`config.mk`:
```
export PLATFORM = sky130hd
export DESIGN_NAME = ni_send_top
export DESIGN_NICKNAME = d
export VERILOG_FILES = /design/src/logic/ni_pkg.sv /design/src/logic/ni_send_top.sv /design/src/logic/ni_flit_emitter.sv /design/src/logic/ni_send_dma.sv /design/src/logic/ni_reg_slave.sv /design/src/logic/ni_crc32.sv
export SDC_FILE = /design/constraint.sdc
export NUM_CORES = 1
export LEC_CHECK = 0
export BUFFER_PORTS_ARGS = -buffer_cell sky130_fd_sc_hd__clkbuf_2
export CAP_MARGIN = 20
export CORE_MARGIN = 10
export CORE_UTILIZATION = 55
export DETAILED_ROUTE_END_ITERATION = 10
export GPL_TIMING_DRIVEN = 0
export PLACE_DENSITY_LB_ADDON = 0.3
export SLEW_MARGIN = 5
export SYNTH_ARGS = -nofsm -noshare
export SYNTH_HDL_FRONTEND = slang
export SYNTH_SLANG_ARGS = --single-unit
export TNS_END_PERCENT = 1
```
`constraint.sdc`:
```
create_clock -name clk -period 5.7 [get_ports clk]
set_clock_uncertainty 0.2 [all_clocks]
set_input_delay 0.285 -clock clk [delete_from_list [all_inputs] [get_ports clk]]
set_output_delay 0.285 -clock clk [all_outputs]
set_load 0.02 [all_outputs]
```
`src/logic/ni_pkg.sv`:
```
package ni_pkg;

    typedef logic [31:0] word_t;      // flit payload, register and memory data
    typedef logic [31:0] maddr_t;     // byte address on the read master
    typedef logic [7:0]  eaddr_t;     // endpoint address
    typedef logic [1:0]  pck_class_t;
    typedef logic [9:0]  size_t;      // word count of one transaction
    typedef logic [33:0] flit_t;      // {hdr, tail, payload}

    typedef enum logic [1:0] {ITEM_HDR, ITEM_BODY, ITEM_TAIL} item_kind_t;
    typedef enum logic [2:0] {DMA_IDLE, DMA_HDR, DMA_READ, DMA_PUSH, DMA_TAIL} dma_state_t;

    localparam int BUF_DEPTH  = 4;    // router input buffer slots
    localparam int REG_ADDR_W = 3;

    // flit flag positions
    localparam int FLIT_HDR_BIT  = 33;
    localparam int FLIT_TAIL_BIT = 32;

    localparam logic [REG_ADDR_W-1:0] REG_STATUS     = 3'd0;
    localparam logic [REG_ADDR_W-1:0] REG_SIZE       = 3'd1;
    localparam logic [REG_ADDR_W-1:0] REG_START_ADDR = 3'd2;
    localparam logic [REG_ADDR_W-1:0] REG_DEST       = 3'd3;
    localparam logic [REG_ADDR_W-1:0] REG_CTRL       = 3'd4;
    localparam logic [REG_ADDR_W-1:0] REG_ERRORS     = 3'd5;

    localparam int STAT_DONE_EN  = 0;
    localparam int STAT_ERR_EN   = 1;
    localparam int STAT_DONE_ISR = 2;
    localparam int STAT_ERR_ISR  = 3;
    localparam int STAT_BUSY     = 4;

    localparam int ERR_SIZE          = 0;
    localparam int ERR_ILLEGAL_START = 1;

    localparam int HDR_DEST_LSB  = 0;
    localparam int HDR_SRC_LSB   = 8;
    localparam int HDR_CLASS_LSB = 16;

    localparam word_t CRC_POLY = 32'hEDB88320;   // reflected IEEE

endpackage
```
`src/logic/ni_send_top.sv`:
```
`timescale 1ns/10ps

module ni_send_top (
    input  logic                          clk,
    input  logic                          reset,
    input  ni_pkg::eaddr_t                src_addr_i,
    input  logic                          s_stb_i,
    input  logic                          s_we_i,
    input  logic [ni_pkg::REG_ADDR_W-1:0] s_addr_i,
    input  ni_pkg::word_t                 s_dat_i,
    input  ni_pkg::word_t                 m_dat_i,
    input  logic                          m_ack_i,
    input  logic                          credit_i,
    output ni_pkg::word_t                 s_dat_o,
    output logic                          s_ack_o,
    output logic                          irq_o,
    output ni_pkg::maddr_t                m_addr_o,
    output logic                          m_cyc_o,
    output logic                          m_stb_o,
    output ni_pkg::flit_t                 flit_out_o,
    output logic                          flit_out_wr_o
);
    import ni_pkg::*;

    logic       send_start;
    logic       send_done;
    size_t      size;
    maddr_t     start_addr;
    eaddr_t     dest;
    pck_class_t pck_class;
    logic       item_valid;
    logic       item_ready;
    item_kind_t item_kind;
    word_t      item_word;

    ni_reg_slave u_regs (
        .clk          (clk),
        .reset        (reset),
        .s_stb_i      (s_stb_i),
        .s_we_i       (s_we_i),
        .s_addr_i     (s_addr_i),
        .s_dat_i      (s_dat_i),
        .send_done_i  (send_done),
        .s_dat_o      (s_dat_o),
        .s_ack_o      (s_ack_o),
        .irq_o        (irq_o),
        .send_start_o (send_start),
        .size_o       (size),
        .start_addr_o (start_addr),
        .dest_o       (dest),
        .class_o      (pck_class)
    );

    ni_send_dma u_dma (
        .clk          (clk),
        .reset        (reset),
        .send_start_i (send_start),
        .size_i       (size),
        .start_addr_i (start_addr),
        .m_dat_i      (m_dat_i),
        .m_ack_i      (m_ack_i),
        .item_ready_i (item_ready),
        .m_addr_o     (m_addr_o),
        .m_cyc_o      (m_cyc_o),
        .m_stb_o      (m_stb_o),
        .item_valid_o (item_valid),
        .item_kind_o  (item_kind),
        .item_word_o  (item_word)
    );

    ni_flit_emitter u_emit (
        .clk           (clk),
        .reset         (reset),
        .item_valid_i  (item_valid),
        .item_kind_i   (item_kind),
        .item_word_i   (item_word),
        .dest_i        (dest),
        .class_i       (pck_class),
        .src_addr_i    (src_addr_i),
        .credit_i      (credit_i),
        .item_ready_o  (item_ready),
        .flit_out_o    (flit_out_o),
        .flit_out_wr_o (flit_out_wr_o),
        .send_done_o   (send_done)
    );

endmodule

```
`src/logic/ni_flit_emitter.sv`:
```
`timescale 1ns/10ps

module ni_flit_emitter (
    input  logic               clk,
    input  logic               reset,
    input  logic               item_valid_i,
    input  ni_pkg::item_kind_t item_kind_i,
    input  ni_pkg::word_t      item_word_i,
    input  ni_pkg::eaddr_t     dest_i,
    input  ni_pkg::pck_class_t class_i,
    input  ni_pkg::eaddr_t     src_addr_i,
    input  logic               credit_i,
    output logic               item_ready_o,
    output ni_pkg::flit_t      flit_out_o,
    output logic               flit_out_wr_o,
    output logic               send_done_o
);
    import ni_pkg::*;

    localparam int CNT_W = $clog2(BUF_DEPTH + 1);

    logic [CNT_W-1:0] outstanding;   // flits sitting in the router buffer
    logic             accept;
    logic             is_hdr;
    logic             is_tail;
    word_t            hdr_word;
    word_t            crc;

    assign item_ready_o = !flit_out_wr_o && (outstanding < CNT_W'(BUF_DEPTH));
    assign accept       = item_valid_i && item_ready_o;
    assign is_hdr       = (item_kind_i == ITEM_HDR);
    assign is_tail      = (item_kind_i == ITEM_TAIL);

    always_comb begin
        hdr_word = '0;
        hdr_word[HDR_DEST_LSB +: $bits(eaddr_t)]      = dest_i;
        hdr_word[HDR_SRC_LSB +: $bits(eaddr_t)]       = src_addr_i;
        hdr_word[HDR_CLASS_LSB +: $bits(pck_class_t)] = class_i;
    end

    ni_crc32 u_crc (
        .clk      (clk),
        .reset    (reset),
        .clear_i  (accept && is_hdr),
        .enable_i (accept && (item_kind_i == ITEM_BODY)),
        .data_i   (item_word_i),
        .crc_o    (crc)
    );

    always_ff @(posedge clk) begin
        if (accept) begin
            flit_out_o[FLIT_HDR_BIT]         <= is_hdr;
            flit_out_o[FLIT_TAIL_BIT]        <= is_tail;
            flit_out_o[$bits(word_t)-1:0]    <= is_hdr ? hdr_word : (is_tail ? crc : item_word_i);
        end
    end

    always_ff @(posedge clk or posedge reset) begin
        if (reset) begin
            flit_out_wr_o <= 1'b0;
            send_done_o   <= 1'b0;
            outstanding   <= '0;
        end else begin
            flit_out_wr_o <= accept;
            send_done_o   <= flit_out_wr_o && flit_out_o[FLIT_TAIL_BIT];
            case ({flit_out_wr_o, credit_i})
                2'b10:   outstanding <= outstanding + 1'b1;
                2'b01:   outstanding <= outstanding - 1'b1;
                default: outstanding <= outstanding;   // none or both
            endcase
        end
    end

    a_credit_limit: assert property (@(posedge clk) disable iff (reset)
        outstanding <= CNT_W'(BUF_DEPTH));

    // router only frees slots it was given
    a_credit_owed: assert property (@(posedge clk) disable iff (reset)
        credit_i |-> outstanding != '0);

endmodule

```
`src/logic/ni_send_dma.sv`:
```
`timescale 1ns/10ps

module ni_send_dma (
    input  logic               clk,
    input  logic               reset,
    input  logic               send_start_i,
    input  ni_pkg::size_t      size_i,
    input  ni_pkg::maddr_t     start_addr_i,
    input  ni_pkg::word_t      m_dat_i,
    input  logic               m_ack_i,
    input  logic               item_ready_i,
    output ni_pkg::maddr_t     m_addr_o,
    output logic               m_cyc_o,
    output logic               m_stb_o,
    output logic               item_valid_o,
    output ni_pkg::item_kind_t item_kind_o,
    output ni_pkg::word_t      item_word_o
);
    import ni_pkg::*;

    dma_state_t state;
    dma_state_t state_next;
    size_t      words_left;
    logic       load;
    logic       push_done;

    assign load      = (state == DMA_IDLE) && send_start_i;
    assign push_done = (state == DMA_PUSH) && item_ready_i;

    always_comb begin
        state_next = state;
        case (state)
            DMA_IDLE: if (send_start_i) state_next = DMA_HDR;
            DMA_HDR:  if (item_ready_i) state_next = DMA_READ;
            DMA_READ: if (m_ack_i) state_next = DMA_PUSH;
            DMA_PUSH: begin
                if (item_ready_i)
                    state_next = (words_left == size_t'(1)) ? DMA_TAIL : DMA_READ;
            end
            DMA_TAIL: if (item_ready_i) state_next = DMA_IDLE;
            default:  state_next = DMA_IDLE;
        endcase
    end

    always_ff @(posedge clk or posedge reset) begin
        if (reset) begin
            state      <= DMA_IDLE;
            words_left <= '0;
        end else begin
            state <= state_next;
            if (load)
                words_left <= size_i;
            else if (push_done)
                words_left <= words_left - 1'b1;
        end
    end

    always_ff @(posedge clk) begin
        if (load)
            m_addr_o <= start_addr_i;
        else if (push_done)
            m_addr_o <= m_addr_o + maddr_t'(4);   // next word
        if (m_cyc_o && m_ack_i)
            item_word_o <= m_dat_i;
    end

    assign m_cyc_o      = (state == DMA_READ);
    assign m_stb_o      = (state == DMA_READ);
    assign item_valid_o = (state == DMA_HDR) || (state == DMA_PUSH) || (state == DMA_TAIL);
    assign item_kind_o  = (state == DMA_HDR)  ? ITEM_HDR :
                          (state == DMA_TAIL) ? ITEM_TAIL : ITEM_BODY;

    // classic cycle held with a steady address until the slave acks
    a_stb_hold: assert property (@(posedge clk) disable iff (reset)
        m_stb_o && !m_ack_i |=> m_stb_o && $stable(m_addr_o));

endmodule

```
`src/logic/ni_reg_slave.sv`:
```
`timescale 1ns/10ps

module ni_reg_slave (
    input  logic                          clk,
    input  logic                          reset,
    input  logic                          s_stb_i,
    input  logic                          s_we_i,
    input  logic [ni_pkg::REG_ADDR_W-1:0] s_addr_i,
    input  ni_pkg::word_t                 s_dat_i,
    input  logic                          send_done_i,
    output ni_pkg::word_t                 s_dat_o,
    output logic                          s_ack_o,
    output logic                          irq_o,
    output logic                          send_start_o,
    output ni_pkg::size_t                 size_o,
    output ni_pkg::maddr_t                start_addr_o,
    output ni_pkg::eaddr_t                dest_o,
    output ni_pkg::pck_class_t            class_o
);
    import ni_pkg::*;

    logic       busy;
    logic       done_en;
    logic       err_en;
    logic       done_isr;
    logic       err_isr;
    logic [1:0] errors;      // sticky error bits
    logic [1:0] err_set;
    logic       wr;
    logic       stat_wr;
    logic       start_req;
    logic       clr_done;
    logic       clr_err;

    // write seen in the cycle before ack, lands on the ack edge
    assign wr        = s_stb_i & s_we_i & ~s_ack_o;
    assign stat_wr   = wr && (s_addr_i == REG_STATUS);
    assign start_req = wr && (s_addr_i == REG_CTRL) && s_dat_i[0];
    assign clr_done  = stat_wr && s_dat_i[STAT_DONE_ISR];
    assign clr_err   = stat_wr && s_dat_i[STAT_ERR_ISR];

    assign send_start_o                = start_req && !busy && (size_o != '0);
    assign err_set[ERR_ILLEGAL_START]  = start_req && busy;
    assign err_set[ERR_SIZE]           = start_req && !busy && (size_o == '0);

    assign irq_o = (done_isr & done_en) | (err_isr & err_en);

    always_ff @(posedge clk or posedge reset) begin
        if (reset) begin
            s_ack_o <= 1'b0;
        end else begin
            s_ack_o <= s_stb_i & ~s_ack_o;
        end
    end

    always_ff @(posedge clk or posedge reset) begin
        if (reset) begin
            busy     <= 1'b0;
            done_en  <= 1'b0;
            err_en   <= 1'b0;
            done_isr <= 1'b0;
            err_isr  <= 1'b0;
            errors   <= '0;
        end else begin
            if (send_start_o)
                busy <= 1'b1;
            else if (send_done_i)
                busy <= 1'b0;
            if (stat_wr) begin
                done_en <= s_dat_i[STAT_DONE_EN];
                err_en  <= s_dat_i[STAT_ERR_EN];
            end
            // set wins over a clear in the same cycle
            done_isr <= send_done_i | (done_isr & ~clr_done);
            err_isr  <= (|err_set) | (err_isr & ~clr_err);
            errors   <= err_set | (errors & ~{2{clr_err}});
        end
    end

    // send parameters, frozen while a packet is going out
    always_ff @(posedge clk or posedge reset) begin
        if (reset) begin
            size_o       <= '0;
            start_addr_o <= '0;
            dest_o       <= '0;
            class_o      <= '0;
        end else if (wr && !busy) begin
            case (s_addr_i)
                REG_SIZE:       size_o <= s_dat_i[$bits(size_t)-1:0];
                REG_START_ADDR: start_addr_o <= s_dat_i;
                REG_DEST: begin
                    dest_o  <= s_dat_i[7:0];
                    class_o <= s_dat_i[9:8];
                end
                default: ;
            endcase
        end
    end

    always_comb begin
        s_dat_o = '0;
        case (s_addr_i)
            REG_STATUS: begin
                s_dat_o[STAT_DONE_EN]  = done_en;
                s_dat_o[STAT_ERR_EN]   = err_en;
                s_dat_o[STAT_DONE_ISR] = done_isr;
                s_dat_o[STAT_ERR_ISR]  = err_isr;
                s_dat_o[STAT_BUSY]     = busy;
            end
            REG_SIZE:       s_dat_o[$bits(size_t)-1:0] = size_o;
            REG_START_ADDR: s_dat_o = start_addr_o;
            REG_DEST:       s_dat_o[9:0] = {class_o, dest_o};
            REG_ERRORS:     s_dat_o[1:0] = errors;
            default:        s_dat_o = '0;    // ctrl reads as zero
        endcase
    end

    // a done only ends a send that is running
    a_done_busy: assert property (@(posedge clk) disable iff (reset)
        send_done_i |-> busy);

endmodule

```
`src/logic/ni_crc32.sv`:
```
`timescale 1ns/10ps

module ni_crc32 (
    input  logic          clk,
    input  logic          reset,
    input  logic          clear_i,
    input  logic          enable_i,
    input  ni_pkg::word_t data_i,
    output ni_pkg::word_t crc_o
);
    import ni_pkg::*;

    word_t state;

    // bit 0 first, so the low byte goes in first
    function automatic word_t crc_word(input word_t crc_in, input word_t data);
        word_t c;
        c = crc_in;
        for (int i = 0; i < $bits(word_t); i++) begin
            if (c[0] ^ data[i])
                c = (c >> 1) ^ CRC_POLY;
            else
                c = c >> 1;
        end
        return c;
    endfunction

    always_ff @(posedge clk or posedge reset) begin
        if (reset)
            state <= '1;
        else if (clear_i)
            state <= '1;
        else if (enable_i)
            state <= crc_word(state, data_i);
    end

    assign crc_o = ~state;   // final xor

endmodule

```
==> impl_results.rst, run 1 <==
.. list-table::
   :header-rows: 1

   * - Metric
     - Value
   * - Status
     - complete, no violations
   * - CP Data Arrival Time
     - between 5 and 6 ns
   * - Busiest layer in global routing
     - met2
   * - Final nets
     - 1400
   * - Chip width
     - 170.4 um
   * - H-tree depth
     - 1
   * - Most frequent cells in the layout
     - clkbuf_2 (181), xnor2_1 (168), edfxtp_1 (98)
   * - Met3 Track Usage GR
     - 5.484%
   * - Mapped Avg Cell Area
     - about 12 um2
   * - HPWL after detailed placement
     - 26660 um
   * - Num ports
     - 184
   * - Area of the placeable core
     - 0.02203 mm2
   * - TritonCTS clock tree
     - done
   * - Crit path required time
     - approximately 6.0 ns
   * - Share of the synthesized area in the top cell type
     - 23.64%
   * - Final cell area excluding filler cells
     - 0.01538 mm2
   * - CTS root buffer
     - clkbuf_16
   * - Clock buffer count from CTS
     - 24
   * - Setup Buffers After CTS
     - 0
   * - Pin count of the biggest net entering global routing
     - 93
   * - DR iter-0 viols
     - 735
   * - Type of destination of the critical path
     - flop
   * - Per-cell via count in the routed design
     - 5.687
   * - Count of antenna-violating nets left after detailed routing
     - 0
   * - Number of synthesized flops with an enable pin
     - 98
   * - Antenna fix cells
     - 0
   * - Placed Area
     - 0.01378 mm2
   * - Unrepaired setup endpoints after global routing
     - false
   * - Setup-violating endpoint count in the final report
     - 0
   * - Vias post-DR
     - 9168
   * - Largest area contributor in the netlist
     - edfxtp_1
   * - Worst slew slack as a fraction of its limit
     - around 43%
   * - First-pass iteration count of the detailed router
     - 7
   * - Final-report hold violation count
     - 0
   * - Antenna violations before repair
     - 0
   * - Filler cell count
     - approximately 1600
   * - CP Cell Sequence
     - xnor2_1, xnor3_1, xor2_1, xnor3_1, xnor3_2, xnor3_2, xor2_1, and2_1, o32a_1
   * - Synthesized instance count
     - 1029
   * - Height of the die
     - 170.4 um
   * - Fin crit share
     - 84.71%
   * - Sequential share of the synthesized area
     - a little under half
   * - Standard-cell row count
     - 54
   * - Clock input transition at the sequential cells of the worst setup and hold paths
     - 0.06 ns
   * - Total of flip-flops plus latches after synthesis
     - 208
   * - Crit-path max cell delay
     - 0.64 ns
   * - Number of buffer and inverter instances along the worst setup path
     - 0
   * - Top delay family on crit path
     - XOR/XNOR gates
   * - Met1 capacity usage during global routing
     - 32.02%
   * - Post-synth top flop
     - edfxtp_1
   * - Via count of the first global-routing pass
     - 9467
   * - Worst-skew pair later-pin latency
     - 0.53 ns
   * - Maximum fanout encountered on the critical timing path
     - 5
   * - Total of buffers placed on input and output ports
     - 181
   * - Syn nets
     - 1115
   * - Global route total overflow
     - 0
   * - Syn-to-layout area delta
     - 23.57%
   * - Synth Cell Area
     - 0.01245 mm2
   * - Layout cell share with drive strength beyond 1
     - a little over a quarter
   * - Area enclosed by the die boundary
     - 0.02905 mm2
   * - Util after Layout
     - 69.84%
   * - CTS sink count
     - about 210
   * - Synth async-reset ratio
     - 52.88%
   * - Hold WC Path Type
     - in2reg
   * - WL/cell
     - ~22 um
   * - Starting utilization of the core area
     - ~57%
   * - Final number of max-transition violations
     - 0
   * - Main area contributors after synthesis
     - edfxtp_1 (24%), dfrtp_1 (16%), xnor2_1 (12%), dfstp_2 (6.8%), xnor3_1 (6.5%)
   * - Most common library cell in the layout ignoring fill and taps
     - clkbuf_2
   * - FMAX
     - slightly above 200 MHz
   * - Kind of start point of the critical path
     - flop
   * - Worst R2R Setup Slack
     - 0.87 ns
   * - Cell with the biggest individual delay on the critical path
     - xnor2_1
   * - Yosys synthesis warning count
     - 0
   * - Path type of the worst setup path
     - reg2reg
   * - Cell Count Post-Placement
     - 1492
   * - GR met2 Demand/Resource
     - approximately 40%
   * - Post-route DRC
     - 0
   * - GRT Util Overall
     - 24.46%
   * - Final wirelength
     - roughly 36000 um
   * - Global-route wire length before repair
     - 55030 um
   * - Gpl congestion
     - 0.9693
   * - Slew @ Worst Pin
     - roughly 0.86 ns
   * - Final-layout worst hold slack
     - 0.04285 ns
   * - Yosys cell types
     - 54
   * - Multi-input combinational cell area
     - between 0.006 and 0.007 mm2
   * - Min Clock Period, post-route
     - 4.828 ns
   * - Maximum capacitance violations
     - 0
   * - Clock tree buffer depth
     - 3
   * - Final standard cell count with taps included and fillers excluded
     - approximately 1600
   * - Register area
     - 0.005736 mm2
## flip-flops by register name, indices dropped and copies added, names as in the netlist, 2 cells and up
register,cells
u_dma.state,3
u_regs.size_o,10
u_dma.m_addr_o,32
u_regs.start_addr_o,32
u_regs.class_o,2
u_emit.u_crc.state,32
u_regs.dest_o,8
u_dma.words_left,10
u_emit.flit_out_o,34
u_dma.item_word_o,32
u_regs.errors,2
u_emit.outstanding,3
## worst min-delay path, cell delays in order
cell and delay [ns]:
clkbuf_2 0.11, nand2_1 0.05, o21ai_0 0.16
## Yosys cell counts, types with 19 or more instances
| library cell | n |
|---|---|
| nand2_1 | 81 |
| xnor2_1 | 168 |
| nand3_1 | 19 |
| xor2_1 | 50 |
| and3_1 | 29 |
| dfstp_2 | 32 |
| xnor3_1 | 36 |
| edfxtp_1 | 98 |
| clkbuf_1 | 42 |
| mux2_2 | 61 |
| o21ai_0 | 55 |
| nor2_1 | 80 |
| a21oi_1 | 36 |
| dfrtp_1 | 78 |
| o22a_1 | 27 |
## cell type report
type | count | share of cell area [%]
multi-input cells | 762 | 42.26
inverters | 12 | 0.3254
plain buffers | 47 | 1.179
clock buffers | 32 | 4.498
clock inverters | 12 | 0.9761
flip-flops and latches | 208 | 37.29
repair buffers | 259 | 11.19
well taps | 280 | 2.278
## stage by stage
stage	worst slack [ns]	setup TNS, ns
global placement	-0.1924	-6.571
detailed placement	0.8726	0
CTS	0.8633	0
global route	0.7768	0
finish	0.8715	0
floorplan	1.382	0
## kinds of logic after synthesis
kind of cell,share of synthesized area (%)
compound gates,7.468
xor+xnor,28.76
flops,46.07
mux,6.403
buf+inv,1.819
simple gates,8.916
fa+ha+maj,0.5629
## worst paths after layout
| kind | startpoint | end | cells past startpoint |
|---|---|---|---|
| min in group asynchronous | reset | u_emit.flit_out_wr_o$_DFF_PP0_ | 3 |
| max reg2reg | u_dma.item_word_o[8]$_DFFE_PP_ | u_emit.u_crc.state[21]$_DFFE_PP1P_ | 9 |
| min | src_addr_i[5] | u_emit.flit_out_o[13]$_DFFE_PP_ | 3 |
| max in group asynchronous | reset | u_emit.u_crc.state[10]$_DFFE_PP1P_ | 4 |
| min reg2reg | u_regs.s_ack_o$_DFF_PP0_ | u_regs.s_ack_o$_DFF_PP0_ | 1 |
| max | u_dma.item_word_o[8]$_DFFE_PP_ | u_emit.u_crc.state[21]$_DFFE_PP1P_ | 9 |
## what timing repair did
item / in CTS / in global routing
hold endpoints to repair: 179 / 0
gates resized for setup: 0 / 0
hold buffers: 76 / 0
## metal layers
metal	vias up	part of all wire, %	wire length (um)
met4	0	3.5	1263
li1	4174	-	-
met3	76	8.9	3216
met5	-	0	0
met1	4474	41	14820
met2	444	47	16820
Power of run 1 is left out: the tool's default activity adds up to more than one toggle a clock period on the data nets, which glitch-free logic cannot reach.
==> inputs of run 2 (changes only) <==
--- a/config.mk
+++ b/config.mk
@@ -5,6 +5,7 @@
 export SDC_FILE = /design/constraint.sdc
 export NUM_CORES = 1
 export LEC_CHECK = 0
+export ABC_AREA = 1
 export BUFFER_PORTS_ARGS = -buffer_cell sky130_fd_sc_hd__clkbuf_2
 export CAP_MARGIN = 20
 export CORE_MARGIN = 10
==> constraint.sdc (replaced) <==
create_clock -name clk -period 4.9 [get_ports clk]
set_clock_uncertainty 0.2 [all_clocks]
set_input_delay 0.245 -clock clk [delete_from_list [all_inputs] [get_ports clk]]
set_output_delay 0.245 -clock clk [all_outputs]
set_load 0.02 [all_outputs]
==> impl_results.rst, run 2 <==
.. list-table::
   :header-rows: 1

   * - Metric
     - Value
   * - Final-report hold violation count
     - 0 (unchanged)
   * - Area of the placeable core
     - 0.02540 mm2 (was 0.02203 mm2)
   * - FMAX
     - 245.0 MHz (was 207.1 MHz)
   * - Num ports
     - 184 (unchanged)
   * - Clock input transition at the sequential cells of the worst setup and hold paths
     - 0.06 ns (about the same)
   * - Global-route wire length before repair
     - 74840 um (was 55030 um)
   * - GRT Util Overall
     - 28.32% (was 24.46%)
   * - Number of flip-flops in the largest register
     - 34 (unchanged)
   * - Total of flip-flops plus latches after synthesis
     - 208 (unchanged)
   * - Final number of max-transition violations
     - 0 (unchanged)
   * - Mapped Avg Cell Area
     - 7.592 um2 (was 12.10 um2)
   * - Syn-to-layout area delta
     - 21.88% (was 23.57%)
   * - Most used standard cells in the synthesized netlist
     - nand2_1 (566), inv_1 (223), nand3_1 (132) (was xnor2_1 (168), edfxtp_1 (98), nand2_1 (81))
   * - Total of buffers placed on input and output ports
     - 182 (was 181)
   * - Post-route DRC
     - 0 (unchanged)
   * - Share of the synthesized area in the top cell type
     - 20.58% (was 23.64%)
   * - Yosys cell types
     - 50 (was 54)
   * - Maximum capacitance violations
     - 0 (unchanged)
   * - Number of synthesized flops with an enable pin
     - 98 (unchanged)
   * - Worst-skew pair later-pin latency
     - 0.55 ns (was 0.53 ns)
   * - Kind of start point of the critical path
     - flop (unchanged)
   * - Setup-violating endpoint count in the final report
     - 0 (unchanged)
   * - Via count of the first global-routing pass
     - 13653 (was 9467)
   * - Yosys synthesis warning count
     - 0 (unchanged)
   * - Vias post-DR
     - 13892 (was 9168)
   * - Synthesized instance count
     - 1884 (was 1029)
   * - Area enclosed by the die boundary
     - 0.03286 mm2 (was 0.02905 mm2)
   * - Type of destination of the critical path
     - flop (unchanged)
   * - Unrepaired setup endpoints after global routing
     - false (unchanged)
   * - Most frequent cells in the layout
     - nand2_1 (565), inv_1 (222), clkbuf_2 (182) (was clkbuf_2 (181), xnor2_1 (168), edfxtp_1 (98))
   * - CTS sink count
     - 208 (unchanged)
   * - Total of cells resized after clock tree synthesis
     - 0 (unchanged)
   * - Maximum fanout encountered on the critical timing path
     - 8 (was 5)
   * - Main area contributors after synthesis
     - edfxtp_1 (21%), nand2_1 (15%), dfrtp_1 (14%), xor2_1 (7.3%), dfstp_2 (5.9%) (was edfxtp_1 (24%), dfrtp_1 (16%), xnor2_1 (12%), dfstp_2 (6.8%), xnor3_1 (6.5%))
   * - Global route total overflow
     - 0 (unchanged)
   * - Synth Cell Area
     - 0.01430 mm2 (was 0.01245 mm2)
   * - Most frequently used cell type in the post-synthesis netlist
     - nand2_1 (was xnor2_1)
   * - Path type of the worst setup path
     - reg2reg (unchanged)
   * - CTS root buffer
     - clkbuf_16 (unchanged)
   * - Slew @ Worst Pin
     - 0.9942 ns (was 0.8592 ns)
   * - Standard-cell row count
     - 58 (was 54)
   * - HPWL after detailed placement
     - 36270 um (was 26660 um)
   * - WL/cell
     - 18.97 um (was 22.41 um)
   * - Min Clock Period, post-route
     - 4.081 ns (was 4.828 ns)
   * - Final nets
     - 2265 (was 1400)
   * - Height of the die
     - 181.3 um (was 170.4 um)
   * - Status
     - complete, no violations (unchanged)
   * - Starting utilization of the core area
     - 56.31% (was 56.52%)
   * - Crit path required time
     - 5.19 ns (was 5.95 ns)
   * - Clock buffer count from CTS
     - 25 (was 24)
   * - H-tree depth
     - 1 (unchanged)
   * - Most common library cell in the layout ignoring fill and taps
     - nand2_1 (was clkbuf_2)
   * - Layout cell share with drive strength beyond 1
     - 20.06% (was 27.18%)
   * - CP Data Arrival Time
     - 4.37 ns (was 5.08 ns)
   * - Final wirelength
     - 48000 um (was 36120 um)
   * - Synth async-reset ratio
     - 52.88% (unchanged)
   * - Count of antenna-violating nets left after detailed routing
     - 0 (unchanged)
   * - DR iter-0 viols
     - 1257 (was 735)
   * - Hold WC Path Type
     - in2reg (unchanged)
   * - TritonCTS clock tree
     - done (unchanged)
   * - Syn nets
     - 1970 (was 1115)
   * - Gpl congestion
     - 0.9725 (was 0.9693)
   * - Pin count of the biggest net entering global routing
     - 92 (was 93)
   * - Per-cell via count in the routed design
     - 5.491 (was 5.687)
   * - Util after Layout
     - 68.63% (was 69.84%)
   * - Chip width
     - 181.3 um (was 170.4 um)
   * - First-pass iteration count of the detailed router
     - 5 (was 7)
   * - Post-synth top flop
     - edfxtp_1 (unchanged)
   * - Worst slew slack as a fraction of its limit
     - 33.21% (was 42.52%)
   * - Clock tree buffer depth
     - 3 (unchanged)
   * - Antenna violations before repair
     - 2 (was 0)
   * - Fin crit share
     - 83.29% (was 84.71%)
   * - Worst R2R Setup Slack
     - 0.82 ns (was 0.87 ns)
   * - Largest area contributor in the netlist
     - edfxtp_1 (unchanged)
   * - Final-layout setup total negative slack
     - 0 ns (unchanged)
   * - Setup Buffers After CTS
     - 0 (unchanged)
   * - Sequential share of the synthesized area
     - 40.10% (was 46.07%)
   * - Register name with the most flops
     - u_emit.flit_out_o (unchanged)
==> run 2: worst max-delay path: stages, from the launching register on <==
cell     delay [ns]
dfstp_2        0.57
inv_2          0.05
nand2_1        0.07
nand2_2        0.19
nand2_1        0.13
nand2_1        0.17
nand2_1        0.13
nand3_2        0.12
nand2_4        0.19
nand2_1        0.07
nand2_1        0.13
nand2_1        0.11
nand2_4        0.14
nand3_1        0.20
nand2_2        0.21
nand2_1        0.07
nand2_1        0.08
nand2_1        0.09
nand2_4        0.17
nand3_1        0.22
nand2_4        0.16
nand2_1        0.06
nand2_1        0.12
nand2_1        0.07
nand3_1        0.19
nand2_1        0.08
inv_1          0.06
==> run 2: routing by layer <==
metal / global-route usage, % / share of wire (%) / vias to the layer above
li1: - / - / 6607
met5: 0 / 0 / -
met2: 48.92 / 49 / 650
met3: 4.436 / 7.9 / 109
met4: 11.78 / 4.2 / 0
met1: 34.40 / 39 / 6526
==> run 2: cells by family after synthesis <==
| family | synth area share, % |
|---|---|
| simple gates | 32.11 |
| buf+inv | 7.935 |
| compound gates | 8.626 |
| flops | 40.10 |
| xor+xnor | 10.74 |
| fa+ha+maj | 0.4899 |
==> run 2: area by class of cell <==
class                           count  area [um2]
Fill cell                        2127        7968
Buffer                             41       182.7
Antenna cell                        2       5.005
Timing Repair Buffer              268        1814
Multi-Input combinational cell   1383        7453
Inverter                          252       957.2
Tap cell                          330       412.9
Clock buffer                       37       773.2
Sequential cell                   208        5736
Clock inverter                      9       97.59
==> run 2: path summary, 6_finish.rpt <==
kind,from,end,cells after the start
worst max-delay path,u_emit.u_crc.state[2]$_DFFE_PP1P_,u_emit.u_crc.state[19]$_DFFE_PP1P_,26
worst min-delay path,s_addr_i[0],u_regs.errors[0]$_DFF_PP0_,6
worst min register to register,u_emit.send_done_o$_DFF_PP0_,u_regs.done_isr$_DFF_PP0_,2
worst max register to register,u_emit.u_crc.state[2]$_DFFE_PP1P_,u_emit.u_crc.state[19]$_DFFE_PP1P_,26
min in group asynchronous,reset,u_regs.start_addr_o[27]$_DFFE_PP0P_,4
max in group asynchronous,reset,u_emit.u_crc.state[3]$_DFFE_PP1P_,5
==> run 2: stage by stage <==
step,setup WS [ns],area [um2],hold WS [ns],std cells
2_1_floorplan,1.547,14300,0.1439,1884
3_3_place_gp,0.02553,15630,0.2213,2396
3_5_place_dp,0.8562,15730,-0.006422,2399
4_1_cts,0.8623,17420,0.01825,2527
5_1_grt,0.5799,17430,0.1207,2530
6_report,0.8187,17430,0.06188,2530
==> run 2: repair_timing <==
action / 4_1_cts / 5_1_grt
endpoints found under the hold margin: 182 / 0
endpoints found under the setup margin: 0 / 0
hold buffers: 82 / 0
Power of run 2 is left out for the same reason.
